==> src/main_bus_pkg.sv <==
/* Main CPU bus types */
package main_bus_pkg;

    typedef logic [15:0] cpu_addr_t;
    typedef logic [7:0]  cpu_data_t;

    // Decoded bus regions of the Commando map
    typedef enum logic [3:0] {
        rgn_none,
        rgn_rom,        // 0000-BFFF
        rgn_ram,        // E000-FFFF
        rgn_inputs,     // C000-C7FF
        rgn_char,       // D000-D7FF
        rgn_scroll,     // D800-DFFF
        rgn_snd_latch,  // C800 write
        rgn_misc,       // C804 write
        rgn_scroll_pos, // C808-C80B write
        rgn_okout       // C806 write
    } bus_region_t;

endpackage

==> src/main_decoder.sv <==
/* Main CPU address decoder */
`timescale 1ns/1ps

module main_decoder (
    input  main_bus_pkg::cpu_addr_t   addr,
    input  logic                      mreq_n,
    input  logic                      rfsh_n,
    input  logic                      wr_n,
    output main_bus_pkg::bus_region_t region,
    output logic                      okout
);
    import main_bus_pkg::*;

    always_comb begin
        region = rgn_none;
        // Refresh cycles never decode
        if (!mreq_n && rfsh_n) begin
            casez (addr[15:13])
                3'b0??, 3'b10?: region = rgn_rom; // 48 kB
                3'b110: begin
                    case (addr[12:11])
                        2'b00: region = rgn_inputs;
                        2'b01: begin
                            // Control ports are write only
                            if (!wr_n) begin
                                casez (addr[3:0])
                                    4'b0000: region = rgn_snd_latch;
                                    4'b0100: region = rgn_misc;
                                    4'b0110: region = rgn_okout;
                                    4'b10??: region = rgn_scroll_pos;
                                    default: region = rgn_none;
                                endcase
                            end
                        end
                        2'b10: region = rgn_char;
                        default: region = rgn_scroll;
                    endcase
                end
                default: region = rgn_ram; // E000-FFFF
            endcase
        end
    end

    assign okout = (region == rgn_okout);

endmodule

==> config.mk <==
export PLATFORM = sky130hd
export DESIGN_NAME = main_decoder
export DESIGN_NICKNAME = d
export VERILOG_FILES = /design/src/main_bus_pkg.sv /design/src/main_decoder.sv
export SDC_FILE = /design/constraint.sdc
export NUM_CORES = 1
export LEC_CHECK = 0
export BUFFER_PORTS_ARGS = -buffer_cell sky130_fd_sc_hd__buf_2
export CELL_PAD_IN_SITES_DETAIL_PLACEMENT = 1
export CELL_PAD_IN_SITES_GLOBAL_PLACEMENT = 1
export CORE_AREA = 10 10 47 49
export DETAILED_ROUTE_END_ITERATION = 12
export DIE_AREA = 0 0 57 59
export GPL_TIMING_DRIVEN = 0
export PLACE_DENSITY_LB_ADDON = 0.1
export SYNTH_ARGS = -nofsm -noshare
export SYNTH_HDL_FRONTEND = slang
export SYNTH_SLANG_ARGS = --single-unit
==> constraint.sdc <==
create_clock -name vclk -period 2
set_input_delay 0 -clock vclk [all_inputs]
set_output_delay 0 -clock vclk [all_outputs]
set_load 0.005 [all_outputs]
After elaboration in Yosys (flattened, before gate mapping). Index checks and enable logic that the tools add are counted.

Bits in registers: 0. Bits of input ports: 19. Output and inout bits: 5. Logic and storage cells: 19.

Equal/unequal tests: 8. Muxes and demuxes: 5. Bitwise gates (word level): 1. Reductions and logical operators: 5.

Operators by type and width (number): 4-bit one-hot mux with 4 select lines (1); 4-bit one-hot mux with 3 select lines (1); 4-bit by 3-bit equality test with 1-bit output, second input constant (2); 4-bit 2-to-1 mux (2); 4-bit one-hot mux with 2 select lines (1); 2-bit equality test, second input constant (3); 4-bit equality test, second input constant (1); 4-bit zero test (1); 3-bit equality test, second input constant (1); 2-bit by 1-bit equality test with 1-bit output, second input constant (1); 2-bit zero test (1); 2-bit OR reduction (1); 1-bit logical AND (1); 1-bit zero test (1); 1-bit inverter (1).

Longest topological paths before layout.
Depth in word-level cells: 7. Mapped depth: 3. Gate-level depth less buffers: 3.

Worst setup path before layout. No wires, ideal clock.

Path kind: in2out. From: input port addr[12]. To: output port okout. Arrival time: 772 ps. Required time: 2000 ps. Setup slack: 1228 ps. Stages on the path: 3. Buffers on the path: 0. Path through: nand2b_1 -> or3_1 -> a2111oi_2.

Cells in the longest elaborated chain, start to end: 5. Elaborated cells on any way between the ends: 7. Classes of those cells: eq/ne: 3; mux: 3; reduce/logical: 1.

Ends and longest elaborated chain: start: declaration (line main_decoder.sv:5) `input main_bus_pkg::cpu_addr_t addr,`; 2-bit equality test (tied with other cells) (line main_decoder.sv:21) `case (addr[12:11])`; 4-bit one-hot mux with 3 select lines * (line main_decoder.sv:21); 4-bit one-hot mux with 2 select lines * (line main_decoder.sv:18) `casez (addr[15:13])`; 4-bit 2-to-1 mux * (line main_decoder.sv:17) `if (!mreq_n && rfsh_n) begin`; 4-bit equality test * (line main_decoder.sv:44) `assign okout = (region == rgn_okout);`; end: declaration (line main_decoder.sv:10) `output logic okout`.

Every way passes the cells marked *; elsewhere a longest branch is shown, timed or not.

Worst setup path after layout.
From: input port addr[0]. To: output port okout.

Cells in the longest elaborated chain, start to end: 7. Elaborated cells on any way between the ends: 9. Classes of those cells: eq/ne: 3; mux: 5; reduce/logical: 1.

Ends and longest elaborated chain: 4-bit by 3-bit equality test with 1-bit output or 4-bit zero test (tied branches) (line main_decoder.sv:26) `casez (addr[3:0])`; 4-bit one-hot mux with 4 select lines * (line main_decoder.sv:26); 4-bit 2-to-1 mux * (line main_decoder.sv:25) `if (!wr_n) begin`; 4-bit one-hot mux with 3 select lines * (line main_decoder.sv:21); 4-bit one-hot mux with 2 select lines * (line main_decoder.sv:18); 4-bit 2-to-1 mux * (line main_decoder.sv:17); 4-bit equality test * (line main_decoder.sv:44).

Marks and branches as above.

==> metrics <==
status complete, no violations; Detailed Routing Iterations Pass 1 1; die area 0.003363 mm^2; Hold EP region[2]; first-pass GRT wire length 966 um; core area 0.001401 mm^2; Synthesized Nets 41; cts hold-fix bufs 0; Initial Util 0.1009; Fillers 193; DPL Wire Length 614.4 um; vias in the first global route 245; layout overhead on the synthesized area 74.34%; First DRT Iteration DRCs 0; Tot GR Track Use 0.03238; routed wire length 634 um; Syn Area/Cell 6.427 um^2; fin cells 55; Wirelength per Cell 11.53 um; Antenna Violating Nets Remaining 0; worst vdd ir 0.03160 mV; routed vias 233; grt total ovfl 0; share of cells above drive strength 1 0.4872; Ports 24; flip-flop and latch area 0 um^2; Most common cell on crit path buf_2; library cells used by synthesis 15; drt via density 4.236; Yosys Warn Count 0; Worst path slowest cell a2111oi_2; Buffers on Ports 17; worst slew pin tran 0.2854 ns; number of clock buffers in the layout 0; Slew Limit Fails 0; Setup Buffers After CTS 0; PostCTS Resize Cnt 0; synthesized instance count 22; Nets 60; final setup fails 0; worst hold stages 3; Die H 59 um; most frequent cell after synthesis nand2_1; Die Span X 57 um; Worst Setup Path Type primary input to primary output; sequential element share of the synthesized area 0; largest net degree at the start of global routing 5; cell family with most CP delay compound AO/OA/AOI/OAI gates; DRC viols 0; share of the synthesized area in the top cell type 0.1062; top cell type by total area after synthesis a2111oi_2; fmax 949.7 MHz; global placement routability congestion 0.6154; worst setup margin 0.9471 ns; WP data arrival 1.05 ns; critical path endpoint category primary output; HP Start addr[13]; Critical Path Max Stage Delay 0.32 ns; crit path max fanout 3; Placed Cells 55; dominant cells by area after synthesis a2111oi_2 (11%), nor4b_2 (11%), a31oi_1 (8.8%); Hold Path Class primary input to primary output; min cycle time layout 1.053 ns; Total Neg Setup Slack 0 ns; Worst Setup Slack post-DPL 0.9163 ns; Mapped Area 141.4 um^2; P_leak 0.1171 nW; # diodes 0; Worst setup SP type primary input; Critical Path RT 2.00 ns; number of sequential cells 0; RSZ-0062 raised after global routing no; initial antenna violation count 0; Cell Pwr Density 142.2 mW/mm^2; cells along the critical path buf_2 > nor4b_2 > o2111ai_1 > a2111oi_2 > buf_2; max-cap check violation count 0; final hold vios 0; period utilisation layout 0.5265; WP buf/inv 2; row count 14; hold slack final 0.2606 ns; relative slew slack 0.8072
[cells in the final DEF, fill, tap and decap left out]
| master | n |
|---|---|
| o41ai_1 | 1 |
| or3_1 | 1 |
| nor4b_2 | 1 |
| a31oi_1 | 2 |
| or2b_1 | 1 |
| nand2_1 | 3 |
| nor2b_1 | 2 |
| inv_1 | 1 |
| nor2_1 | 2 |
| nand3_1 | 1 |
| a21oi_1 | 1 |
| a2111oi_2 | 1 |
| nand2b_1 | 2 |
| nor3_1 | 2 |
| buf_2 | 17 |
| o2111ai_1 | 1 |
[cell families (layout without fill, tap and decap cells)]
logic type,after synthesis,count (layout),synth area share
and+or+nand+nor,15,15,0.6194
buffers and inverters,1,18,0.02652
AOI/OAI and AO/OA,6,6,0.3539
[tightest hold or removal path, stage by stage]
cell and delay [ns]:
buf_2 0.10, nor3_1 0.05, buf_2 0.12
[where the power goes]
part / internal (W) / leakage [nW] / switching [W] / total, W
Sequential: 0 / 0 / 0 / 0
Combinational: 0.0000171 / 0.117 / 0.0000180 / 0.0000351
Clock: 0 / 0 / 0 / 0
[area by class of cell]
| class | count | area, um^2 | area share |
|---|---|---|---|
| repair buffers | 17 | 85.08 | 0.3452 |
| inverters | 1 | 3.754 | 0.01523 |
| well taps | 16 | 20.02 | 0.08122 |
| multi-input cells | 21 | 137.6 | 0.5584 |
[worst max path at each step]
stage	start	to	slack (ns)	depth (start not counted)
after floorplan	addr[12]	okout	1.23	3
after global placement	addr[0]	okout	0.92	5
after detailed placement	addr[0]	okout	0.92	5
after CTS	addr[0]	okout	0.91	5
after global routing	addr[0]	okout	0.76	5
final	addr[0]	okout	0.95	5
[per-layer routing]
layer	up-vias	track usage	share of wire	routed length, um
met5	-	0	0	0
met3	0	0.008584	0.076	48
met4	0	0	0	0
met1	104	0.04028	0.47	299
met2	10	0.05736	0.45	285
li1	119	-	-	-
[stage by stage]
stage           power [W]  cell area [um^2]    util
6_report       0.00003506             246.5  0.1759
5_1_grt        0.00003966             246.5  0.1759
4_1_cts        0.00003600             246.5  0.1759
3_5_place_dp   0.00003585             246.5  0.1759
3_3_place_gp   0.00003535             246.5  0.1759
2_1_floorplan  0.00001431             141.4       -
Power figures use the tool's default switching activity.
