==> config.mk <==
export PLATFORM = sky130hd
export DESIGN_NAME = main_regs
export DESIGN_NICKNAME = d
export VERILOG_FILES = /design/src/main_video_pkg.sv /design/src/main_bus_pkg.sv /design/src/main_regs.sv
export VERILOG_INCLUDE_DIRS = /design/src /design/src/src
export SDC_FILE = /design/constraint.sdc
export NUM_CORES = 1
export LEC_CHECK = 0
export ABC_AREA = 1
export BUFFER_PORTS_ARGS = -buffer_cell sky130_fd_sc_hd__buf_4
export CAP_MARGIN = 20
export CORE_MARGIN = 10
export CORE_UTILIZATION = 50
export CTS_BUF_LIST = sky130_fd_sc_hd__clkbuf_4 sky130_fd_sc_hd__clkbuf_8
export DETAILED_ROUTE_END_ITERATION = 7
export GPL_ROUTABILITY_DRIVEN = 0
export GPL_TIMING_DRIVEN = 0
export HOLD_SLACK_MARGIN = 0.15
export PLACE_DENSITY = 0.81
export SYNTH_ARGS = -nofsm -noshare
export SYNTH_HDL_FRONTEND = slang
export SYNTH_SLANG_ARGS = --single-unit
==> constraint.sdc <==
create_clock -name clk -period 1 [get_ports clk]
set_clock_uncertainty 0.05 [all_clocks]
set_input_delay 0.05 -clock clk [delete_from_list [all_inputs] [get_ports clk]]
set_output_delay 0.05 -clock clk [all_outputs]
set_load 0.01 [all_outputs]
==> src/main_cfg.svh <==
/* Main CPU bus glue configuration */
`ifndef MAIN_CFG_SVH
`define MAIN_CFG_SVH

// Work RAM, 8 kB
`define MAIN_RAM_AW 13

// Vertical timing PROM, one entry per line
`define MAIN_PROM_AW 8

// Misc register at C804
`define MAIN_FLIP_BIT 7
`define MAIN_SRES_BIT 4
`define MAIN_NMI_BIT 3

`endif
==> src/main_video_pkg.sv <==
/* Video side types */
`include "main_cfg.svh"

package main_video_pkg;

    typedef logic [10:0] scroll_pos_t;
    typedef logic [`MAIN_RAM_AW-1:0] ram_addr_t;

    // Object engine scan address, lands in the top RAM page
    typedef logic [8:0] obj_addr_t;

    // Bit 3 main irq, bit 2 sound irq, bits 1:0 vector field
    typedef logic [3:0] prom_entry_t;

endpackage

==> src/main_bus_pkg.sv <==
/* Main CPU bus types */
package main_bus_pkg;

    typedef logic [15:0] cpu_addr_t;
    typedef logic [7:0]  cpu_data_t;

    // Decoded bus regions of the Commando map
    typedef enum logic [3:0] {
        rgn_none,
        rgn_rom,        // 0000-BFFF
        rgn_ram,        // E000-FFFF
        rgn_inputs,     // C000-C7FF
        rgn_char,       // D000-D7FF
        rgn_scroll,     // D800-DFFF
        rgn_snd_latch,  // C800 write
        rgn_misc,       // C804 write
        rgn_scroll_pos, // C808-C80B write
        rgn_okout       // C806 write
    } bus_region_t;

endpackage

==> src/main_regs.sv <==
/* CPU write registers */
`timescale 1ns/1ps
`include "main_cfg.svh"

module main_regs (
    input  logic                        clk,
    input  logic                        rst,
    input  logic                        cpu_cen,
    input  main_bus_pkg::bus_region_t   region,
    input  logic                        wr_n,
    input  logic [1:0]                  addr_low,
    input  main_bus_pkg::cpu_data_t     din,
    output logic                        flip,
    output logic                        sres_b,
    output logic                        nmi_mask,
    output main_bus_pkg::cpu_data_t     snd_latch,
    output main_video_pkg::scroll_pos_t scr_hpos,
    output main_video_pkg::scroll_pos_t scr_vpos
);
    import main_bus_pkg::*;
    import main_video_pkg::*;

    localparam int POS_W = $bits(scroll_pos_t);

    logic wr_en;

    assign wr_en = cpu_cen && !wr_n;

    // Misc control and sound latch
    always_ff @(posedge clk or posedge rst) begin
        if (rst) begin
            flip      <= 1'b0;
            sres_b    <= 1'b1;
            nmi_mask  <= 1'b0;
            snd_latch <= '0;
        end else if (wr_en) begin
            if (region == rgn_misc) begin
                flip     <= din[`MAIN_FLIP_BIT];
                sres_b   <= ~din[`MAIN_SRES_BIT]; // Inverted on the board
                nmi_mask <= din[`MAIN_NMI_BIT];
            end
            if (region == rgn_snd_latch) begin
                snd_latch <= din;
            end
        end
    end

    // Scroll position, four byte ports
    always_ff @(posedge clk or posedge rst) begin
        if (rst) begin
            scr_hpos <= '0;
            scr_vpos <= '0;
        end else if (wr_en && region == rgn_scroll_pos) begin
            case (addr_low)
                2'd0: scr_hpos[7:0] <= din;
                2'd1: begin
                    scr_hpos[8]         <= din[0];
                    scr_hpos[POS_W-1:9] <= '0; // Upper bits unused on this map
                end
                2'd2: scr_vpos[7:0] <= din;
                default: begin
                    scr_vpos[8]         <= din[0];
                    scr_vpos[POS_W-1:9] <= '0;
                end
            endcase
        end
    end

endmodule

---- Word-level counts from Yosys, hierarchy flattened ----
Cells that the tools add are included.
W data, S select, Z words.
word-level totals
  logic and storage cells ................. 26
  output and inout bits ................... 33
  register bits after elaboration ......... 29
  input bits .............................. 18
cells by class
  equal/unequal tests ..................... 5
  bitwise operators ....................... 2
  reductions and logical operators ........ 11
operators by type and width
  operator              number
  $reduce_and A2 Y1     6
  $eq A4 B3 Y1 const B  2
  $eq A4 B4 Y1 const B  1
  $reduce_or A3 Y1      1
  $eq A2 B1 Y1 const B  1
  $eq A2 B2 Y1 const B  1
  $logic_and A1 B1 Y1   2
  $logic_not A2 Y1      1
  $not A1 Y1            2
  $logic_not A1 Y1      1

---- Depth between registers and ports, before layout ----
  depth after elaboration ................. 4
  depth in mapped cells ................... 7
  depth with buffers taken out ............ 6

---- Worst setup path after synthesis ----
OpenSTA, ideal clock, no wires.
  path kind ............................... input -> register
  start point ............................. input port region[2]
  end point ............................... register snd_latch[0]
  path buffers ............................ 1
  arrival ................................. 0.659 ns
  setup time .............................. 0.117 ns
  path slack .............................. 0.174 ns
  data required time ...................... 0.833 ns
  stages on the path ...................... 6
  cell sequence ........................... inv_1 nor2_2 nand3_4 buf_6 nand2_2 o21ai_2
on the way
  cells in the longest elaborated chain, start to end .. 2
RTL lines
  item                                RTL line         text
  start: declaration                  main_regs.sv:9   input main_bus_pkg::bus_region_t region,
  $eq A4 B3 Y1                        main_regs.sv:42  if (region == rgn_snd_latch) begin
  $reduce_and A2 Y1 (no source line)  n/a
  end signal: assignment              main_regs.sv:43  snd_latch <= din;
  end: declaration                    main_regs.sv:16  output main_bus_pkg::cpu_data_t snd_latch,
Every way passes these cells.
A chain may end at the register's enable or synchronous reset.

---- Worst setup path in the final report ----
  start point ............................. register sres_b
  end point ............................... output port sres_b
RTL lines
  item                      RTL line         text
  start: declaration        main_regs.sv:14  output logic sres_b,
  start signal: assignment  main_regs.sv:39  sres_b <= ~din[`MAIN_SRES_BIT];
No word-level cell between the ends.

==> flow_summary.json <==
{
  "yosysWarnings": 0,
  "cts_sinks": 29,
  "status": "complete, but fails checks",
  "routedWlPerCell_um": 15.2,
  "cpMaxStageDelayCell": "dfstp_2",
  "relSlewSlack_pct": 56.9,
  "clockBufferDepth": 2,
  "placed_cells": 231,
  "clock.fmax_ghz": 0.934,
  "synth_seq_cells": 29,
  "antenna_left": 0,
  "vdd_drop_max_mv": 1.13,
  "fp.dieH_um": 72.3,
  "antenna_found_initial": 0,
  "h-tree-depth": 2,
  "slowest_delay_ps": 550,
  "grt_pass1_wl_um": 6380,
  "fin_crit_sh_pct": 107,
  "maxCapViolCount": 0,
  "period_minus_slack_ps": 1070,
  "critPathKind": "flop to primary output",
  "arrival_ps": 970,
  "holdWs_ps": -244,
  "io_buffers": 46,
  "power_leakage_uw": 0.00112,
  "dpl-instance-area_um2": 1760,
  "finalWorstSetupSlack_ps": -71.0,
  "setup_tns_ps": -71.0,
  "final_area_um2": 1980,
  "cp-end-kind": "primary output",
  "syn2layout_area_growth_pct": 44.8,
  "busiest_layer": "met2",
  "rows": 18,
  "initial_core_util_pct": 53.8,
  "cp_max_fo": 2,
  "drt-total-wl_um": 3850,
  "setup_viol": 1,
  "gr-usage-met2_pct": 26.2,
  "syn_area_per_cell_um2": 9.01,
  "drc_errors": 0,
  "fp.dieW_um": 72.3,
  "rsz0062_at_grt": "yes",
  "grtUsageMet1_pct": 16.4,
  "dp_hpwl_um": 2780,
  "syn_inst": 152,
  "die-area_um2": 5230,
  "grt_pass1_vias": 1361,
  "gr-total-overflow": 0,
  "cts-root-buf": "clkbuf_4",
  "drt_pass1_iterations": 4,
  "clk_pin_slew_ps": 90,
  "worst_slew_pin_slew_ps": 646,
  "critPathRequiredTime_ps": 900,
  "final_cell_mix": "nand2_1, buf_4, dfrtp_1",
  "nets": 241,
  "cp_top_family": "flip-flops",
  "synth.area.top_cells": "dfrtp_1, nand2_1, nand4_1",
  "hold_path_class": "input port to asynchronous set/reset pin",
  "num_antenna_cells": 0,
  "synth_top_area_share_pct": 51.2,
  "viasPerCell": 5.16,
  "place_ws_ps": -151,
  "yosysUniqueCellTypes": 18,
  "grt.total_usage_pct": 15.3,
  "hold_violations": 15,
  "route.vias.total": 1311,
  "final_layout_size_suffix_gt1_share_pct": 39.3,
  "violations": "negative hold slack, negative setup slack",
  "crit_chain": "buf_6",
  "path_buf_inv": 1,
  "numCtsBuffers": 5,
  "cts_tree": "yes",
  "ios": 51,
  "critPathLaunchType": "flop",
  "power.density_nw_per_um2": 1460,
  "grt_max_degree": 30,
  "instances_no_fill": 254,
  "coreArea_um2": 2540,
  "drv_slew": 0,
  "met3_usage_pct": 6.53,
  "drtIter0Drc": 81,
  "worst_skew_pair.late_latency_ps": 320,
  "synth.cell_area_um2": 1370,
  "seq_area_frac_synth_pct": 53.1,
  "yosysTopAreaCell": "dfrtp_1"
}
## through the flow
stage	power, uW	utilization, %
floorplan	1720	-
global placement	2070	69.3
detailed placement	2090	69.3
CTS	2870	75.7
global route	3070	77.9
finish	2900	77.9
## cell usage after synthesis
library cell,number
o21ai_2,8
conb_1,1
buf_6,1
nor2_2,2
nand4_1,21
inv_1,14
buf_2,2
nand3_4,1
nand3_1,3
dfrtp_1,28
nand3_2,2
nor2_4,2
buf_4,6
dfstp_2,1
nand2_1,52
inv_2,3
nor2_1,3
nand2_2,2
## registers in the layout, indices dropped and copies added (netlist names)
signal	cells
scr_vpos	9
sres_b	1
flip	1
scr_hpos	9
nmi_mask	1
snd_latch	8
## routing by layer
layer | vias to the layer above | wire [um]
li1 | 631 | -
met1 | 616 | 1380
met2 | 53 | 2010
met3 | 11 | 386
met4 | 0 | 85
met5 | - | 0
## final timing paths
check | end | slack, ps | from | depth (start not counted)
worst max-delay path | sres_b | -70 | sres_b | 1
worst min-delay path | snd_latch[1] | -240 | rst | 2
worst max register to register | snd_latch[0] | 200 | snd_latch[0] | 3
worst min register to register | scr_hpos[3] | 430 | scr_hpos[3] | 2
max in group asynchronous | scr_hpos[7] | 610 | rst | 3
min in group clk | sres_b | -20 | region[3] | 4
## what timing repair did
item / CTS / global route
gates resized for setup: 1 / 2
hold endpoints to repair: 57 / 37
endpoints found under the setup margin: 1 / 6
setup buffers: 0 / 3
hold buffers: 10 / 1
## kinds of logic after synthesis
family / Yosys count / share of synthesized area, %
flops: 29 / 53.1
other cells: 1 / 0.274
compound gates: 8 / 5.12
buf+inv: 26 / 9.51
simple gates: 88 / 32.0
## where the power goes
group          switching, uW  leakage, uW  internal, uW
clock network            379    0.0000368           361
logic                    370     0.000697           387
registers               82.3     0.000385          1320
## final cells by class
cell class | instances | area (um2)
timing repair buffer | 61 | 504
clock buffer | 8 | 60.1
sequential | 29 | 727
fill | 182 | 563
inverter | 17 | 63.8
buffer | 9 | 66.3
tap | 30 | 37.5
multi-input combinational | 100 | 523
Note: power is estimated with default switching activity, not from simulation.
