## src/main_bus_pkg.sv

```systemverilog
/* Main CPU bus types */
package main_bus_pkg;

    typedef logic [15:0] cpu_addr_t;
    typedef logic [7:0]  cpu_data_t;

    // Decoded bus regions of the Commando map
    typedef enum logic [3:0] {
        rgn_none,
        rgn_rom,        // 0000-BFFF
        rgn_ram,        // E000-FFFF
        rgn_inputs,     // C000-C7FF
        rgn_char,       // D000-D7FF
        rgn_scroll,     // D800-DFFF
        rgn_snd_latch,  // C800 write
        rgn_misc,       // C804 write
        rgn_scroll_pos, // C808-C80B write
        rgn_okout       // C806 write
    } bus_region_t;

endpackage

```

## src/main_din_mux.sv

```systemverilog
/* CPU read data selection */
`timescale 1ns/1ps

module main_din_mux (
    input  logic                      clk,
    input  main_bus_pkg::bus_region_t region,
    input  logic [2:0]                cab_sel,
    input  logic                      iack,
    input  main_bus_pkg::cpu_data_t   vector,
    input  main_bus_pkg::cpu_data_t   ram_dout,
    input  main_bus_pkg::cpu_data_t   char_dout,
    input  main_bus_pkg::cpu_data_t   scr_dout,
    input  main_bus_pkg::cpu_data_t   rom_data,
    input  main_bus_pkg::cpu_data_t   cab_input [5],
    output main_bus_pkg::cpu_data_t   cpu_din
);
    import main_bus_pkg::*;

    bus_region_t region_q;
    logic [2:0]  sel_q;
    logic        iack_q;
    cpu_data_t   cab_byte;

    // Align selection with the one cycle RAM read
    always_ff @(posedge clk) begin
        region_q <= region;
        sel_q    <= cab_sel;
        iack_q   <= iack;
    end

    always_comb begin
        case (sel_q)
            3'd0, 3'd1, 3'd2, 3'd3, 3'd4: cab_byte = cab_input[sel_q];
            default: cab_byte = 8'hff; // Open bus
        endcase
    end

    always_ff @(posedge clk) begin
        if (iack_q) begin
            cpu_din <= vector; // Acknowledge wins
        end else begin
            case (region_q)
                rgn_ram:    cpu_din <= ram_dout;
                rgn_char:   cpu_din <= char_dout;
                rgn_scroll: cpu_din <= scr_dout;
                rgn_rom:    cpu_din <= rom_data;
                rgn_inputs: cpu_din <= cab_byte;
                default:    cpu_din <= 8'hff;
            endcase
        end
    end

endmodule

```

## config.mk

```make
export PLATFORM = sky130hd
export DESIGN_NAME = main_din_mux
export DESIGN_NICKNAME = d
export VERILOG_FILES = /design/src/main_bus_pkg.sv /design/src/main_din_mux.sv
export SDC_FILE = /design/constraint.sdc
export NUM_CORES = 1
export LEC_CHECK = 0
export BUFFER_PORTS_ARGS = -buffer_cell sky130_fd_sc_hd__buf_2
export CAP_MARGIN = 20
export CORE_ASPECT_RATIO = 0.8
export CORE_MARGIN = 4
export CORE_UTILIZATION = 39
export CTS_BUF_LIST = sky130_fd_sc_hd__clkbuf_4 sky130_fd_sc_hd__clkbuf_8
export DETAILED_ROUTE_END_ITERATION = 10
export PLACE_DENSITY = 0.93
export SYNTH_ARGS = -nofsm -noshare
export SYNTH_HDL_FRONTEND = slang
export SYNTH_SLANG_ARGS = --single-unit
export TNS_END_PERCENT = 5
```

## constraint.sdc

```tcl
create_clock -name clk -period 1.6 [get_ports clk]
set_input_delay 0.32 -clock clk [delete_from_list [all_inputs] [get_ports clk]]
set_output_delay 0.32 -clock clk [all_outputs]
set_load 0.02 [all_outputs]
```

; ---- Word level (Yosys, flattened, before mapping)
; Index checks and enable logic that the tools add are counted.
[classes]
reduce_logical = 2
bitwise_logic = 1
n_lt_le_gt_ge = 1
mux = 6
eq_ne = 9
[ops]
columns = operator, n
row1 = one-hot mux 8 bit (5 select lines), 1
row2 = 2-to-1 mux 8 bit, 4
row3 = binary-select mux 8 bit (select 3 bit), 1
row4 = == test 4 x 2 -> 1 bit (second input constant), 2
row5 = == test 4 x 3 -> 1 bit (second input constant), 2
row6 = == test 3 x 2 -> 1 bit (second input constant), 2
row7 = OR reduction 5 bit, 1
row8 = == test 4 x 1 -> 1 bit (second input constant), 1
row9 = greater-or-equal comparator 4 bit (second input constant), 1
row10 = inverter 3 -> 4 bit, 1
row11 = == test 3 x 1 -> 1 bit (second input constant), 1
row12 = == test 3 bit (second input constant), 1
row13 = logical NOT 3 bit, 1
[word_totals]
elab_cells = 23
inputBits = 89
output_inout_bits = 8
ff_bits = 16

; ---- Logic depth before layout (Yosys ltp)
[depth]
depth_word = 7
depth_mapped = 6
depth_no_buf = 4

; ---- Least setup slack after synthesis
; No wires, ideal clock.
[synth_path]
path_kind = register -> register
startpoint = reg region_q[0]
endpoint = reg cpu_din[0]
setup_slack_ns = 0.260
t_required_ns = 1.476
arrival_time_ns = 1.216
path_buffers = 1
path_stages_with_launch = 5
setup_ns = 0.124
synth_period_minus_slack_ns = 1.340
cell_sequence = dfxtp_1 -> buf_6 -> mux2_1 -> a221oi_1 -> a21oi_1
[synth_via]
elab_chain_cells = 3
elab_cells_between_ends = 7
cone_classes = eq/ne: 5 / mux: 2
[synth_rtl]
columns = element, line
row1 = "start, declared", main_din_mux.sv:19  ; bus_region_t region_q;
row2 = "start signal, assigned", main_din_mux.sv:26  ; region_q <= region;
row3 = == test 4 x 2 -> 1 bit (tied with other cells), main_din_mux.sv:42  ; case (region_q)
row4 = one-hot mux 8 bit (5 select lines) *, main_din_mux.sv:42
row5 = 2-to-1 mux 8 bit *, main_din_mux.sv:39  ; if (iack_q) begin
row6 = "end signal, assigned", main_din_mux.sv:40  ; cpu_din <= vector;
row7 = "end signal, assigned", main_din_mux.sv:43  ; rgn_ram: cpu_din <= ram_dout;
row8 = "end signal, assigned", main_din_mux.sv:44  ; rgn_char: cpu_din <= char_dout;
row9 = "end, declared", main_din_mux.sv:15  ; output main_bus_pkg::cpu_data_t cpu_din
; Every way passes the cells marked *; elsewhere a longest branch is shown, timed or not.

; ---- Worst setup path after layout
[layout_path]
startpoint = reg region_q[1]
endpoint = reg cpu_din[7]
; Same word-level chain as after synthesis.

==> results.md <==
* DRC viols at 0
* Leak pwr at 0.000787 µW
* Sequential-to-total area share from yosys stat at 0.294
* Share of synthesized cell area in and, or, nand and nor gates at 0.123
* Crit Reg-Reg Endpoint: cpu_din[7]$_DFF_P_
* Library cells used by synthesis at 31
* XOR/XNOR Fraction of Synth Area at 0
* Crit share post-route at 0.890
* Buf/Inv on CP at 0
* Fillcell total at 258
* Fin util at 0.625
* Crit path max-delay family: flip-flops
* Placed cell count at 236
* Commonest non-fill, non-tap cell in the layout: buf_2
* Mapped Cells at 111
* Die Width at 67.1 µm
* Yosys reg bits at 16
* Max IR drop VDD at 0.610 mV
* Hold_buf cts at 0
* Antenna viol nets, final at 0
* Core area at 2560 µm²
* Slowest CP cell: dfxtp_1
* Worst hold stages at 1
* Crit-path max cell delay at 0.48 ns
* Pwr Density at 628 nW/µm²
* Reg2reg path depth at 4
* Initial DRC Count at 59
* Main combinational cell family by area after synthesis: compound AO/OA/AOI/OAI gates
* CTS tree: built
* Status: complete, no violations
* Area taken by flip-flops and latches at 322 µm²
* Vias in the first global route at 1280
* Die H at 55.3 µm
* Final setup viols at 0
* Crit-path cells: nor2b_1 -> a22o_1 -> a221oi_1 -> a21oi_1
* Mux contribution to synthesized area at 0.222
* Post-DP HPWL at 3.21 mm
* CP Max Fanout at 7
* Multi-input gate area at 701 µm²
* Critical path capture point type: flop
* Final GP Congestion at 0.902
* Hold endpoint: region_q[1]$_DFF_P_
* Worst-Margin Slew at 0.501 ns
* Via density per instance at 5.43
* Largest net degree at the start of global routing at 15
* CTS Root Cell: clkbuf_4
* Setup CP Type: reg2reg
* CTS Sinks at 16
* Compound-cell area share of the yosys netlist at 0.296
* Worst EP arrival at 1.65 ns
* Final nets at 294
* Antenna cell count at 0
* Total GRT Usage at 0.192
* GRT Residual Overflow at 0
* Post-synthesis to final-layout area growth at 47.1%
* Port Buffer Count at 96
* Fin cells at 240
* Reg2Reg Launch Point: region_q[1]$_DFF_P_
* First-pass GRT wire length at 5.59 mm
* Synth Area in Adders at 0
* Num rows at 16
* Hold WC Path Type: in2reg
* Final Cell Area at 1600 µm²
* HP Start: region[1]
* Drt wl/cell at 15.5 µm
* Fin. Hold Viols at 0
* Final WL at 3.72 mm
* Placed cell area at 1560 µm²
* Clock skew at 0.00242 ns
* Synth warn at 0
* Fraction of layout cells with a size suffix above 1 at 0.534
* Slew HR at 0.664
* H-tree lvl count at 1
* Clock buffer count from CTS at 3
* Worst R2R Setup Slack at 0.18 ns
* RSZ-0062 raised after global routing: no
* Vias after detailed routing at 1302
* CTS clock-pin slew for the worst setup and hold paths at 0.09 ns
* Clock latency on the worst-skew pair at 0.29 ns
* Worst Path Required at 1.82 ns
* Most frequent cells in the layout: buf_2 (96), dfxtp_1 (15), mux2i_1 (14)
* Slew Limit Fails at 0
* Die area at 3710 µm²
* Synth Area per Inst at 9.82 µm²
* Final Critical Period at 1.42 ns
* CTS Buffer Depth at 2
* Setup bufs post-CTS at 0
* TNS Setup at 0 ns
* Initial Util at 0.425
* Max Clock Freq at 0.702 GHz
* Critical Path Start Type: flop
* Mapped Area at 1090 µm²
* Syn Nets at 200
* Max-cap violations at 0
* DRT Pass-1 Iters at 4
* Critical Path Start: region_q[1]$_DFF_P_
* Top Ports at 97
* Initial antenna violation count at 0
## worst register-to-register path, cell delays in order (launching register included)
cell      delay (ns)
dfxtp_1         0.48
nor2b_1         0.44
a22o_1          0.20
a221oi_1        0.07
a21oi_1         0.17
## cell type report
type                            count  share of cell area
Timing Repair Buffer               98               0.309
Inverter                            1             0.00234
Sequential cell                    16               0.201
Tap cell                           36              0.0281
Multi-Input combinational cell     85               0.437
Clock buffer                        4              0.0226
## sequential cells by signal (all words and copies together), names as in the netlist
register and flops:
cpu_din 8, region_q 4, iack_q 1, sel_q 3
## synthesized netlist by cell type, drive strengths merged
master | number | area (µm²)
nand2 | 2 | 7.51
or4b | 1 | 10.0
nor2 | 3 | 18.8
clkbuf | 3 | 13.8
a22oi | 7 | 52.6
a22o | 7 | 61.3
o31ai | 2 | 20.0
a211oi | 1 | 12.5
o211ai | 8 | 60.1
mux4 | 1 | 22.5
nand3b | 1 | 7.51
a21oi | 7 | 35.0
nor2b | 11 | 68.8
and3 | 1 | 6.26
dfxtp | 16 | 320
mux2 | 7 | 78.8
a221oi | 7 | 61.3
and2 | 1 | 6.26
mux2i | 14 | 140
buf | 6 | 53.8
or3b | 1 | 8.76
o21ai | 1 | 5.00
inv | 1 | 3.75
a32oi | 1 | 8.76
a31oi | 1 | 6.26
## cell families (layout without fill, tap and decap cells)
logic type / Yosys count / after routing
multiplexers: 22 / 22
flip-flops: 16 / 16
AND/OR/NAND/NOR: 21 / 21
AO/OA/AOI/OAI: 42 / 42
buffers and inverters: 10 / 103
## repair_timing
action,CTS,global route
endpoints found under the setup margin,0,8
gates resized for setup,0,2
hold endpoints to repair,0,0
## how the worst max path moves through the flow
stage	end	slack (ns)	depth (start not counted)
after floorplan	cpu_din[0]$_DFF_P_	0.26	4
after global placement	cpu_din[2]$_DFF_P_	0.14	4
after detailed placement	cpu_din[7]$_DFF_P_	0.08	4
after CTS	cpu_din[7]$_DFF_P_	0.05	4
after global routing	cpu_din[1]$_DFF_P_	0.06	4
final	cpu_din[7]$_DFF_P_	0.18	4
## metal layers
layer	vias up	part of all wire	track usage
li1	628	-	-
met5	-	0	0
met1	613	0.38	0.230
met2	61	0.52	0.349
met4	0	0	0.0145
met3	0	0.094	0.0507
## where the power goes
| group | switching (µW) | internal [µW] |
|---|---|---|
| Sequential | 24.5 | 427 |
| Combinational | 129 | 161 |
| Clock | 126 | 139 |
## per-stage QoR
stage	hold WS, ns	total power (µW)	setup WS (ns)
6_report	0.129	1010	0.176
5_1_grt	0.112	1070	0.0566
4_1_cts	0.120	1020	0.0546
3_5_place_dp	0.424	749	0.0770
3_3_place_gp	0.422	741	0.139
2_1_floorplan	0.348	611	0.260
(Power assumes the default switching activity.)
