--- src/main_cfg.svh ---
/* Main CPU bus glue configuration */
`ifndef MAIN_CFG_SVH
`define MAIN_CFG_SVH

// Work RAM, 8 kB
`define MAIN_RAM_AW 13

// Vertical timing PROM, one entry per line
`define MAIN_PROM_AW 8

// Misc register at C804
`define MAIN_FLIP_BIT 7
`define MAIN_SRES_BIT 4
`define MAIN_NMI_BIT 3

`endif
--- src/main_video_pkg.sv ---
/* Video side types */
`include "main_cfg.svh"

package main_video_pkg;

    typedef logic [10:0] scroll_pos_t;
    typedef logic [`MAIN_RAM_AW-1:0] ram_addr_t;

    // Object engine scan address, lands in the top RAM page
    typedef logic [8:0] obj_addr_t;

    // Bit 3 main irq, bit 2 sound irq, bits 1:0 vector field
    typedef logic [3:0] prom_entry_t;

endpackage

--- src/main_bus_pkg.sv ---
/* Main CPU bus types */
package main_bus_pkg;

    typedef logic [15:0] cpu_addr_t;
    typedef logic [7:0]  cpu_data_t;

    // Decoded bus regions of the Commando map
    typedef enum logic [3:0] {
        rgn_none,
        rgn_rom,        // 0000-BFFF
        rgn_ram,        // E000-FFFF
        rgn_inputs,     // C000-C7FF
        rgn_char,       // D000-D7FF
        rgn_scroll,     // D800-DFFF
        rgn_snd_latch,  // C800 write
        rgn_misc,       // C804 write
        rgn_scroll_pos, // C808-C80B write
        rgn_okout       // C806 write
    } bus_region_t;

endpackage

--- src/main_irq.sv ---
/* Interrupt generator */
`timescale 1ns/1ps
`include "main_cfg.svh"

module main_irq (
    input  logic                        clk,
    input  logic                        rst,
    input  logic                        lhbl,
    input  logic                        h1,
    input  logic [`MAIN_PROM_AW-1:0]    v_count,
    input  logic [`MAIN_PROM_AW-1:0]    prog_addr,
    input  main_video_pkg::prom_entry_t prog_din,
    input  logic                        prom_we,
    input  logic                        iack,
    input  logic                        dip_pause,
    output logic                        int_n,
    output logic                        snd_int,
    output main_bus_pkg::cpu_data_t     vector
);
    import main_video_pkg::*;

    typedef enum logic [1:0] {
        st_idle,
        st_sampled, // Entry taken until H1
        st_pending  // Main irq to be raised
    } irq_state_t;

    prom_entry_t prom [2**`MAIN_PROM_AW];
    prom_entry_t entry;
    irq_state_t  state;
    logic        lhbl_last;
    logic        h1_last;
    logic        lhbl_rise;
    logic        h1_rise;

    // Loaded at start-up
    always_ff @(posedge clk) begin
        if (prom_we) begin
            prom[prog_addr] <= prog_din;
        end
    end

    always_ff @(posedge clk or posedge rst) begin
        if (rst) begin
            lhbl_last <= 1'b0;
            h1_last   <= 1'b0;
        end else begin
            lhbl_last <= lhbl;
            h1_last   <= h1;
        end
    end

    assign lhbl_rise = lhbl && !lhbl_last;
    assign h1_rise   = h1 && !h1_last;

    always_ff @(posedge clk or posedge rst) begin
        if (rst) begin
            state   <= st_idle;
            entry   <= '0;
            int_n   <= 1'b1;
            snd_int <= 1'b1;
        end else begin
            case (state)
                st_idle: begin
                    if (lhbl_rise) begin
                        entry <= prom[v_count];
                        state <= st_sampled;
                    end
                end
                st_sampled: begin
                    if (h1_rise) begin
                        snd_int <= entry[2]; // Sound CPU irq line
                        state   <= (entry[3] && dip_pause) ? st_pending : st_idle;
                    end
                end
                default: state <= st_idle;
            endcase
            if (iack) begin
                int_n <= 1'b1;
            end else if (state == st_pending) begin
                int_n <= 1'b0;
            end
        end
    end

    // RST instruction opcode for IM0
    assign vector = {3'b110, entry[1:0], 3'b111};

    // Main irq trails a qualifying H1 rise by two edges
    a_int_after_h1: assert property (
        @(posedge clk) disable iff (rst)
        $fell(int_n) |-> $past(h1_rise && entry[3] && dip_pause, 2)
    ) else $error("int_n fell without a qualifying H1 rise");

endmodule

--- config.mk ---
export PLATFORM = sky130hd
export DESIGN_NAME = main_irq
export DESIGN_NICKNAME = d
export VERILOG_FILES = /design/src/main_video_pkg.sv /design/src/main_bus_pkg.sv /design/src/main_irq.sv
export VERILOG_INCLUDE_DIRS = /design/src /design/src/src
export SDC_FILE = /design/constraint.sdc
export NUM_CORES = 1
export LEC_CHECK = 0
export BUFFER_PORTS_ARGS = -buffer_cell sky130_fd_sc_hd__buf_2
export CAP_MARGIN = 20
export CORE_UTILIZATION = 68
export CTS_CLUSTER_DIAMETER = 120
export DETAILED_ROUTE_END_ITERATION = 7
export GPL_ROUTABILITY_DRIVEN = 0
export PLACE_DENSITY = 0.85
export SETUP_SLACK_MARGIN = 0.15
export SYNTH_ARGS = -nofsm -noshare
export SYNTH_HDL_FRONTEND = slang
export SYNTH_SLANG_ARGS = --single-unit
--- constraint.sdc ---
create_clock -name clk -period 3.95 [get_ports clk]
set_clock_uncertainty 0.05 [all_clocks]
set_input_delay 0.1975 -clock clk [delete_from_list [all_inputs] [get_ports clk]]
set_output_delay 0.1975 -clock clk [all_outputs]
set_load 0.01 [all_outputs]
* Yosys cells after proc, flatten, opt, wreduce, memory -nomap -nowiden
Memories as Yosys holds them, arrays and structs flattened. A register that Yosys moved wholly into a read port is not among the register bits.
Index checks and enable logic that the tools add are counted.
** Operators by class
- Reductions and logical operators :: 10
- Equal/unequal tests :: 4
- Muxes and demuxes :: 8
** Operator list (number)
- $mux W2 :: 3
- $reduce_and A2 Y1 :: 3
- $mux W1 :: 4
- $ne A2 B2 Y1 const B :: 2
- $pmux W2 S2 :: 1
- $logic_and A1 B1 Y1 :: 3
- $eq A2 B1 Y1 const B :: 1
- $eq A2 B2 Y1 const B :: 1
- $logic_not A1 Y1 :: 2
- $logic_not A2 Y1 :: 1
- $reduce_bool A2 Y1 :: 1
** Word-level totals
- Memory bits (writable) :: 1024
- Register bits after elaboration :: 6
- Word-level logic and storage cells :: 28
- Memories :: 1
- Input bits :: 27
** Memory list
- prom :: depth 256, width 4, read ports 1, clocked after memory_dff 1, write ports 1, RTL line main_irq.sv:28 : prom_entry_t prom [2**`MAIN_PROM_AW];

* Longest topological paths before layout
Gate-level depths: netlist of the first run.
- Depth in word-level cells :: 4
- Mapped depth :: 12
- Gate-level depth less buffers :: 7

* Least setup slack after synthesis of the first run
OpenSTA, ideal clock, no wires.
- Path kind :: in2reg
- Start :: in v_count[0]
- End :: reg entry[1] (read register of prom)
- Setup time :: 124 ps
- Path buffers :: 4
- Arrival :: 1992 ps
- Cell stages on the path :: 10
- Path slack :: 1784 ps
- Cell sequence :: buf_6 buf_12 buf_12 buf_6 mux4_2 a221oi_2 o21ai_1 nand4_1 a21oi_1 a211o_1
** RTL lines
- start: declaration :: RTL line main_irq.sv:10 : input logic [`MAIN_PROM_AW-1:0] v_count,
- end: declaration :: RTL line main_irq.sv:29 : prom_entry_t entry;

* Worst setup path after layout of the first run
- Start :: reg state[0]
- End :: reg entry[1] (read register of prom)
** Between the ends
- Cells in the longest elaborated chain, start to end :: 2
** RTL lines
- start: declaration :: RTL line main_irq.sv:30 : irq_state_t state;
- start signal: assignment :: RTL line main_irq.sv:58 : state <= st_idle;
- start signal: assignment :: RTL line main_irq.sv:67 : state <= st_sampled;
- start signal: assignment :: RTL line main_irq.sv:73 : state <= (entry[3] && dip_pause) ? st_pending : st_idle;
- $logic_not A2 Y1 :: RTL line main_irq.sv:63 : case (state)
- $reduce_and A2 Y1 (no line)
No other way between the ends.
A chain may end at the register's enable or synchronous reset.

==> impl_table.tex, run 1 <==
\begin{tabular}{lr}
\hline
Metric & Value \\
\hline
\multicolumn{2}{l}{\textbf{Hold path}} \\
Min-Delay Startpoint & prog\_din[0] \\
Hold Path Depth & 1 \\
Worst Hold Path EP & prom[106][0]\$\_DFFE\_PP\_ \\
Path category of the worst min-delay check & in -> reg \\
\multicolumn{2}{l}{\textbf{Critical path}} \\
Sort of element at the start of the critical path & register \\
CP endpoint kind & register \\
CP dominant cell by count & sky130\_fd\_sc\_hd\_\_nor2\_1 \\
Critical setup path kind & reg -> reg \\
Endpoint of the lowest-slack register-to-register path & entry[1]\$\_DFFE\_PP0P\_ \\
R2r setup slk & 0.37 ns \\
Register-to-Register Path Depth & 7 \\
Cells along the critical path & or4b\_1, nor2\_1, o31ai\_1, nor2\_1, nand4\_1, a2111oi\_1, a211o\_1 \\
Crit Reg-Reg Startpoint & state[0]\$\_DFFE\_PP0P\_ \\
WP data arrival & 4.13 ns \\
Cell with the largest stage delay on the worst path & sky130\_fd\_sc\_hd\_\_or4b\_1 \\
Worst-path maximum fanout & 7 \\
CP required & 4.50 ns \\
Stage delay of the slowest cell on the critical path & 0.80 ns \\
\multicolumn{2}{l}{\textbf{STA}} \\
Relative slew slack & 14.7\% \\
Highest achievable clock rate & 0.280 GHz \\
Final Hold Vio Count & 0 \\
Final TNS setup & 0 ns \\
Transition time at the pin with the least slew margin & 1.28 ns \\
Final worst-path cycle share & 90.5\% \\
Minimum clock period & 3.58 ns \\
Setup-failing EPs final & 0 \\
Final count of pins violating max slew & 0 \\
RSZ-0062 raised after global routing & false \\
\multicolumn{2}{l}{\textbf{GRT}} \\
Vias in the first global route & 23400 \\
Global-route usage over all layers & 36.5\% \\
First-pass GRT wire length & 157000 um \\
Number of antenna violations at the first check in global routing & 4 \\
Global route total overflow & 0 \\
Largest net degree at the start of global routing & 181 \\
\multicolumn{2}{l}{\textbf{Placed design}} \\
Half-perimeter wire length after detailed placement & 64900 um \\
Buffers on Ports & 30 \\
Count of placed standard cells including taps & 2956 \\
\multicolumn{2}{l}{\textbf{Synth}} \\
Synth top area share & 74.5\% \\
Largest area contributor in the synthesized netlist & sky130\_fd\_sc\_hd\_\_edfxtp\_1 \\
Area of the mapped netlist & 41300 um2 \\
Predominant post-synthesis flop cell & sky130\_fd\_sc\_hd\_\_edfxtp\_1 \\
\#FFs+latches synth & 1034 \\
Number of distinct library cell variants in the gate-level netlist after synthesis & 58 \\
Number of synthesis warnings & 0 \\
Synthesized netlist cell count & 2221 \\
Proportion of synthesized chip area in sequential cells & 75.1\% \\
Largest cells by area after synthesis & sky130\_fd\_sc\_hd\_\_edfxtp\_1, sky130\_fd\_sc\_hd\_\_mux4\_2, sky130\_fd\_sc\_hd\_\_mux2i\_1 \\
Average cell area after synthesis & 18.6 um2 \\
Fraction of registers with async set or reset after synthesis & 0.967\% \\
Post-synth EDFFs & 1024 \\
\multicolumn{2}{l}{\textbf{Route}} \\
Number of remaining DRC errors & 0 \\
Number of vias per cell after detailed routing & 7.51 \\
Detailed Routing Iterations Pass 1 & 7 \\
Antenna Violating Nets Remaining & 0 \\
Total number of vias & 23600 \\
Total Wirelength & 110000 um \\
Detailed router's first-iteration violation count & 4400 \\
Mean routed wirelength per cell & 34.8 um \\
\multicolumn{2}{l}{\textbf{Pwr}} \\
VDD IR-drop max & 0.434 mV \\
Total power of the final layout & 22800 uW \\
Leakage & 0.0144 uW \\
P per Cell Area & 500 nW/um2 \\
\multicolumn{2}{l}{\textbf{Floorplanning}} \\
Site Rows & 89 \\
Die footprint & 61700 um2 \\
Core area & 59500 um2 \\
Die height & 248 um \\
Effective utilization at floorplan & 69.4\% \\
Width of the die & 248 um \\
Count of boundary I/O pins & 37 \\
\multicolumn{2}{l}{\textbf{Clock tree}} \\
Worst-skew pair later-pin latency & 0.68 ns \\
TritonCTS clock tree & yes \\
Buffer type at the clock tree root & sky130\_fd\_sc\_hd\_\_clkbuf\_16 \\
H-tree depth & 3 \\
Resized Gates After CTS & 0 \\
Number of sinks handled by clock tree synthesis & 1034 \\
Post-CTS clock slew at the launch and capture registers of the worst setup and hold paths & 0.07 ns \\
Clock buffers created by TritonCTS & 97 \\
Clock Path Buffers & 3 \\
\multicolumn{2}{l}{\textbf{Finish}} \\
Fin cells & 3146 \\
Area growth syn-to-layout & 10.3\% \\
Layout cells sized above 1 & 18.2\% \\
Commonest non-fill, non-tap cell in the layout & sky130\_fd\_sc\_hd\_\_edfxtp\_1 \\
Count of nets after finishing & 2319 \\
Most frequent cells in the layout & sky130\_fd\_sc\_hd\_\_edfxtp\_1, sky130\_fd\_sc\_hd\_\_nor2\_1, sky130\_fd\_sc\_hd\_\_mux4\_2, sky130\_fd\_sc\_hd\_\_mux2i\_1, sky130\_fd\_sc\_hd\_\_clkbuf\_16 \\
Final cell utilization of the core & 76.5\% \\
\multicolumn{2}{l}{\textbf{Job}} \\
Count of max-cap constraint violations & 0 \\
\multicolumn{2}{l}{\textbf{Status}} \\
Status & finished, final reports clean \\
\hline
\end{tabular}
## power breakdown
part / switching [uW] / total [uW] / internal [uW]
combinational: 811 / 1210 / 399
clock: 4050 / 9400 / 5340
sequential: 46.5 / 12200 / 12100
## final cells by class
type                            count  area, um2
Fill cell                        2945      14000
Inverter                            6       22.5
Clock buffer                      117       2610
Antenna cell                        4       10.0
Sequential cell                  1034      31000
Timing Repair Buffer              115       1020
Multi-Input combinational cell   1038       9320
Tap cell                          773        967
Clock inverter                     59        552
## stage by stage
stage / worst slack, ns / cell area (um2) / hold WS, ns
detailed placement: 0.500 / 42200 / 0.201
floorplan: 1.78 / 41300 / -0.0138
global placement: 0.702 / 42200 / 0.188
finish: 0.374 / 45500 / 0.0760
global route: 0.526 / 45500 / 0.133
CTS: 0.544 / 45400 / 0.0663
## critical path, delay by kind of cell, from the launching register on
family | cells | cell delay (ns)
flip-flops | 1 | 0.39
AND/OR/NAND/NOR | 4 | 1.83
AO/OA/AOI/OAI | 3 | 1.24
## kinds of logic (layout without fill, tap and decap cells)
logic type	after synthesis	after routing	synth area share (%)
DFF	1034	1034	75.1
and+or+nand+nor	475	475	4.94
muxes	340	340	13.9
AOI/OAI and AO/OA	217	217	3.71
buffers and inverters	153	297	2.30
other	2	10	0.0182
## sequential cells by signal (all words and copies together) (netlist names)
signal,count
int_n,1
lhbl_last,1
snd_int,1
prom,1024
h1_last,1
entry,4
state,2
## what timing repair did
item                                   4_1_cts  5_1_grt
hold buffers                                 6        1
endpoints found under the hold margin       29       15
setup buffers                                0        0
## synth_stat cells, types with 9 or more instances
| cell | n |
|---|---|
| sky130_fd_sc_hd__edfxtp_1 | 1024 |
| sky130_fd_sc_hd__nor2_1 | 288 |
| sky130_fd_sc_hd__mux4_2 | 179 |
| sky130_fd_sc_hd__mux2i_1 | 154 |
| sky130_fd_sc_hd__clkbuf_1 | 64 |
| sky130_fd_sc_hd__nand2_1 | 63 |
| sky130_fd_sc_hd__nand3_1 | 42 |
| sky130_fd_sc_hd__o22ai_1 | 32 |
| sky130_fd_sc_hd__o221ai_1 | 31 |
| sky130_fd_sc_hd__a21oi_1 | 29 |
| sky130_fd_sc_hd__buf_2 | 28 |
| sky130_fd_sc_hd__a22oi_1 | 26 |
| sky130_fd_sc_hd__o21ai_0 | 26 |
| sky130_fd_sc_hd__buf_6 | 23 |
| sky130_fd_sc_hd__nand4_1 | 18 |
| sky130_fd_sc_hd__buf_4 | 17 |
| sky130_fd_sc_hd__nor3_1 | 17 |
| sky130_fd_sc_hd__nor2b_1 | 16 |
| sky130_fd_sc_hd__a211oi_1 | 13 |
| sky130_fd_sc_hd__a221oi_1 | 13 |
| sky130_fd_sc_hd__a31oi_1 | 9 |
## layer usage
metal,GRT usage [%],wire length (um)
met4,20.6,7050
met2,55.8,50800
met3,12.0,16400
met5,0,32
met1,46.5,35200
## worst max-delay path by stage
stage | cells after the start | slack (ns) | endpoint | from
final | 7 | 0.37 | entry[1]$_DFFE_PP0P_ | state[0]$_DFFE_PP0P_
after global routing | 7 | 0.53 | entry[1]$_DFFE_PP0P_ | state[0]$_DFFE_PP0P_
after CTS | 5 | 0.54 | entry[0]$_DFFE_PP0P_ | state[0]$_DFFE_PP0P_
after detailed placement | 9 | 0.50 | entry[0]$_DFFE_PP0P_ | v_count[4]
after global placement | 9 | 0.70 | entry[3]$_DFFE_PP0P_ | v_count[0]
after floorplan | 10 | 1.78 | entry[1]$_DFFE_PP0P_ | v_count[0]
(Power assumes the default switching activity.)
==> inputs of run 2 (changes only) <==
--- a/config.mk
+++ b/config.mk
@@ -8,11 +8,10 @@
 export LEC_CHECK = 0
 export BUFFER_PORTS_ARGS = -buffer_cell sky130_fd_sc_hd__buf_2
 export CAP_MARGIN = 20
-export CORE_UTILIZATION = 68
+export CORE_UTILIZATION = 25
 export CTS_CLUSTER_DIAMETER = 120
 export DETAILED_ROUTE_END_ITERATION = 7
 export GPL_ROUTABILITY_DRIVEN = 0
-export PLACE_DENSITY = 0.85
 export SETUP_SLACK_MARGIN = 0.15
 export SYNTH_ARGS = -nofsm -noshare
 export SYNTH_HDL_FRONTEND = slang
==> impl_table.tex, run 2 (synthesis gave the netlist of run 1 again) <==
\begin{tabular}{lr}
\hline
Metric & Value \\
\hline
\multicolumn{2}{l}{\textbf{Status}} \\
Status & finished, final reports clean \\
\multicolumn{2}{l}{\textbf{STA}} \\
Minimum hold slack & 0.00720 ns \\
Highest achievable clock rate & 0.336 GHz \\
Relative slew slack & 24.1\% \\
RSZ-0062 raised after global routing & false \\
Final worst-path cycle share & 75.4\% \\
Final count of pins violating max slew & 0 \\
Transition time at the pin with the least slew margin & 1.14 ns \\
Final TNS setup & 0 ns \\
Minimum clock period & 2.98 ns \\
Final Hold Vio Count & 0 \\
Setup-failing EPs final & 0 \\
\multicolumn{2}{l}{\textbf{Finish}} \\
Count of nets after finishing & 2321 \\
Largest registers ranked by flip-flop count & prom (1024), entry (4), state (2) \\
Area taken by flip-flops and latches & 31000 um2 \\
Number of flip-flops under the largest register name & 1024 \\
Commonest non-fill, non-tap cell in the layout & sky130\_fd\_sc\_hd\_\_edfxtp\_1 \\
Layout Cell Area excl Fill & 47400 um2 \\
Register with the most flip-flops & prom \\
Number of filler cells placed in the layout & 16000 \\
Fin cells & 4557 \\
Most frequent cells in the layout & sky130\_fd\_sc\_hd\_\_edfxtp\_1, sky130\_fd\_sc\_hd\_\_nor2\_1, sky130\_fd\_sc\_hd\_\_mux4\_2, sky130\_fd\_sc\_hd\_\_mux2i\_1, sky130\_fd\_sc\_hd\_\_clkbuf\_16 \\
Layout cells sized above 1 & 18.5\% \\
Area growth syn-to-layout & 14.8\% \\
Footprint of the multi-input gates & 9330 um2 \\
\multicolumn{2}{l}{\textbf{Clock tree}} \\
TritonCTS clock tree & yes \\
H-tree depth & 3 \\
Post-CTS Hold Fix Bufs & 7 \\
Clock buffers created by TritonCTS & 104 \\
Resized Gates After CTS & 0 \\
Clock Path Buffers & 3 \\
Worst-skew pair later-pin latency & 0.69 ns \\
Buffer type at the clock tree root & sky130\_fd\_sc\_hd\_\_clkbuf\_16 \\
Number of sinks handled by clock tree synthesis & 1034 \\
Post-CTS setup repair buffer count & 0 \\
Post-CTS clock slew at the launch and capture registers of the worst setup and hold paths & 0.07 ns \\
\multicolumn{2}{l}{\textbf{Critical path}} \\
Critical setup path kind & reg -> reg \\
Cell with the largest stage delay on the worst path & sky130\_fd\_sc\_hd\_\_or4b\_1 \\
WP data arrival & 3.55 ns \\
Cells along the critical path & or4b\_1, or2\_1, nor4\_1, nand4\_1, nor3\_1, a211o\_1 \\
Stage delay of the slowest cell on the critical path & 0.75 ns \\
CP required & 4.52 ns \\
Worst-path maximum fanout & 7 \\
Sort of element at the start of the critical path & register \\
CP endpoint kind & register \\
\multicolumn{2}{l}{\textbf{Route}} \\
Mean routed wirelength per cell & 24.1 um \\
Detailed router's first-iteration violation count & 2539 \\
Detailed Routing Iterations Pass 1 & 5 \\
Number of remaining DRC errors & 0 \\
Antenna Violating Nets Remaining & 0 \\
Total Wirelength & 110000 um \\
Number of vias per cell after detailed routing & 4.76 \\
Total number of vias & 21700 \\
\multicolumn{2}{l}{\textbf{Floorplanning}} \\
Effective utilization at floorplan & 25.3\% \\
Site Rows & 148 \\
Core area & 163000 um2 \\
Width of the die & 408 um \\
Die height & 408 um \\
Die footprint & 167000 um2 \\
Count of boundary I/O pins & 37 \\
\multicolumn{2}{l}{\textbf{GRT}} \\
Largest net degree at the start of global routing & 115 \\
First-pass GRT wire length & 158000 um \\
Vias in the first global route & 21700 \\
Number of antenna violations at the first check in global routing & 8 \\
Global-route usage over all layers & 12.9\% \\
Global route total overflow & 0 \\
\multicolumn{2}{l}{\textbf{Pwr}} \\
VDD IR-drop max & 0.310 mV \\
P per Cell Area & 484 nW/um2 \\
Leakage & 0.0145 uW \\
Total power of the final layout & 22900 uW \\
\multicolumn{2}{l}{\textbf{Placed design}} \\
Buffers on Ports & 30 \\
Post-placement cell area & 44000 um2 \\
Half-perimeter wire length after detailed placement & 71000 um \\
Count of placed standard cells including taps & 4356 \\
\multicolumn{2}{l}{\textbf{Hold path}} \\
Path category of the worst min-delay check & in -> reg \\
\multicolumn{2}{l}{\textbf{Job}} \\
Count of max-cap constraint violations & 0 \\
\hline
\end{tabular}
-- run 2: changes by cell type in the layout (fill, tap and decap cells not counted), moves of 3 or more --
cell	before	now
sky130_fd_sc_hd__buf_4	65	58
sky130_fd_sc_hd__clkinvlp_4	6	3
sky130_fd_sc_hd__buf_12	11	16
sky130_fd_sc_hd__clkinv_2	14	23
sky130_fd_sc_hd__clkbuf_16	102	105
-- run 2: report_power, final --
| group | leakage (uW) | total, uW | switching (uW) | internal [uW] |
|---|---|---|---|---|
| combinational | 0.00355 | 1200 | 796 | 400 |
| sequential | 0.00932 | 12200 | 55.2 | 12100 |
| clock | 0.00161 | 9550 | 4160 | 5390 |
-- run 2: per-layer routing --
metal	global-route usage [%]	share of wire (%)	up-vias
li1	-	-	9138
met1	17.9	42	11400
met3	2.65	7.7	187
met2	20.1	47	952
met5	0	0.030	-
met4	4.35	3.1	4
-- run 2: area by class of cell --
cell class / count / area share (%)
diodes: 3 / 0.0158
clock buffers: 122 / 5.68
clock inverters: 69 / 1.22
inverters: 6 / 0.0475
multi-input cells: 1038 / 19.7
flip-flops and latches: 1034 / 65.5
well taps: 2175 / 5.75
repair buffers: 110 / 2.15
-- run 2: critical path: cells and delay by family (launching register included) --
| kind | cells | cell delay (ns) |
|---|---|---|
| AO/OA/AOI/OAI | 1 | 0.16 |
| flip-flops | 1 | 0.38 |
| AND/OR/NAND/NOR | 5 | 2.33 |
-- run 2: final timing paths --
path                                      start                     end  slack [ns]  depth (start not counted)
min in group asynchronous                   rst    entry[0]$_DFFE_PP0P_        0.10                          3
max reg2reg                state[0]$_DFFE_PP0P_    entry[0]$_DFFE_PP0P_        0.97                          6
min                                 prog_din[1]  prom[197][1]$_DFFE_PP_       0.007                          1
max in group asynchronous                   rst    entry[1]$_DFFE_PP0P_        3.35                          3
min reg2reg                   int_n$_DFFE_PP1P_       int_n$_DFFE_PP1P_        0.46                          1
max                        state[0]$_DFFE_PP0P_    entry[0]$_DFFE_PP0P_        0.97                          6
-- run 2: stage by stage --
step	worst slack, ns	utilization, %
6_report	0.970	29.0
3_3_place_gp	0.688	27.0
2_1_floorplan	1.78	-
3_5_place_dp	0.627	27.0
5_1_grt	0.959	29.0
4_1_cts	0.954	29.0
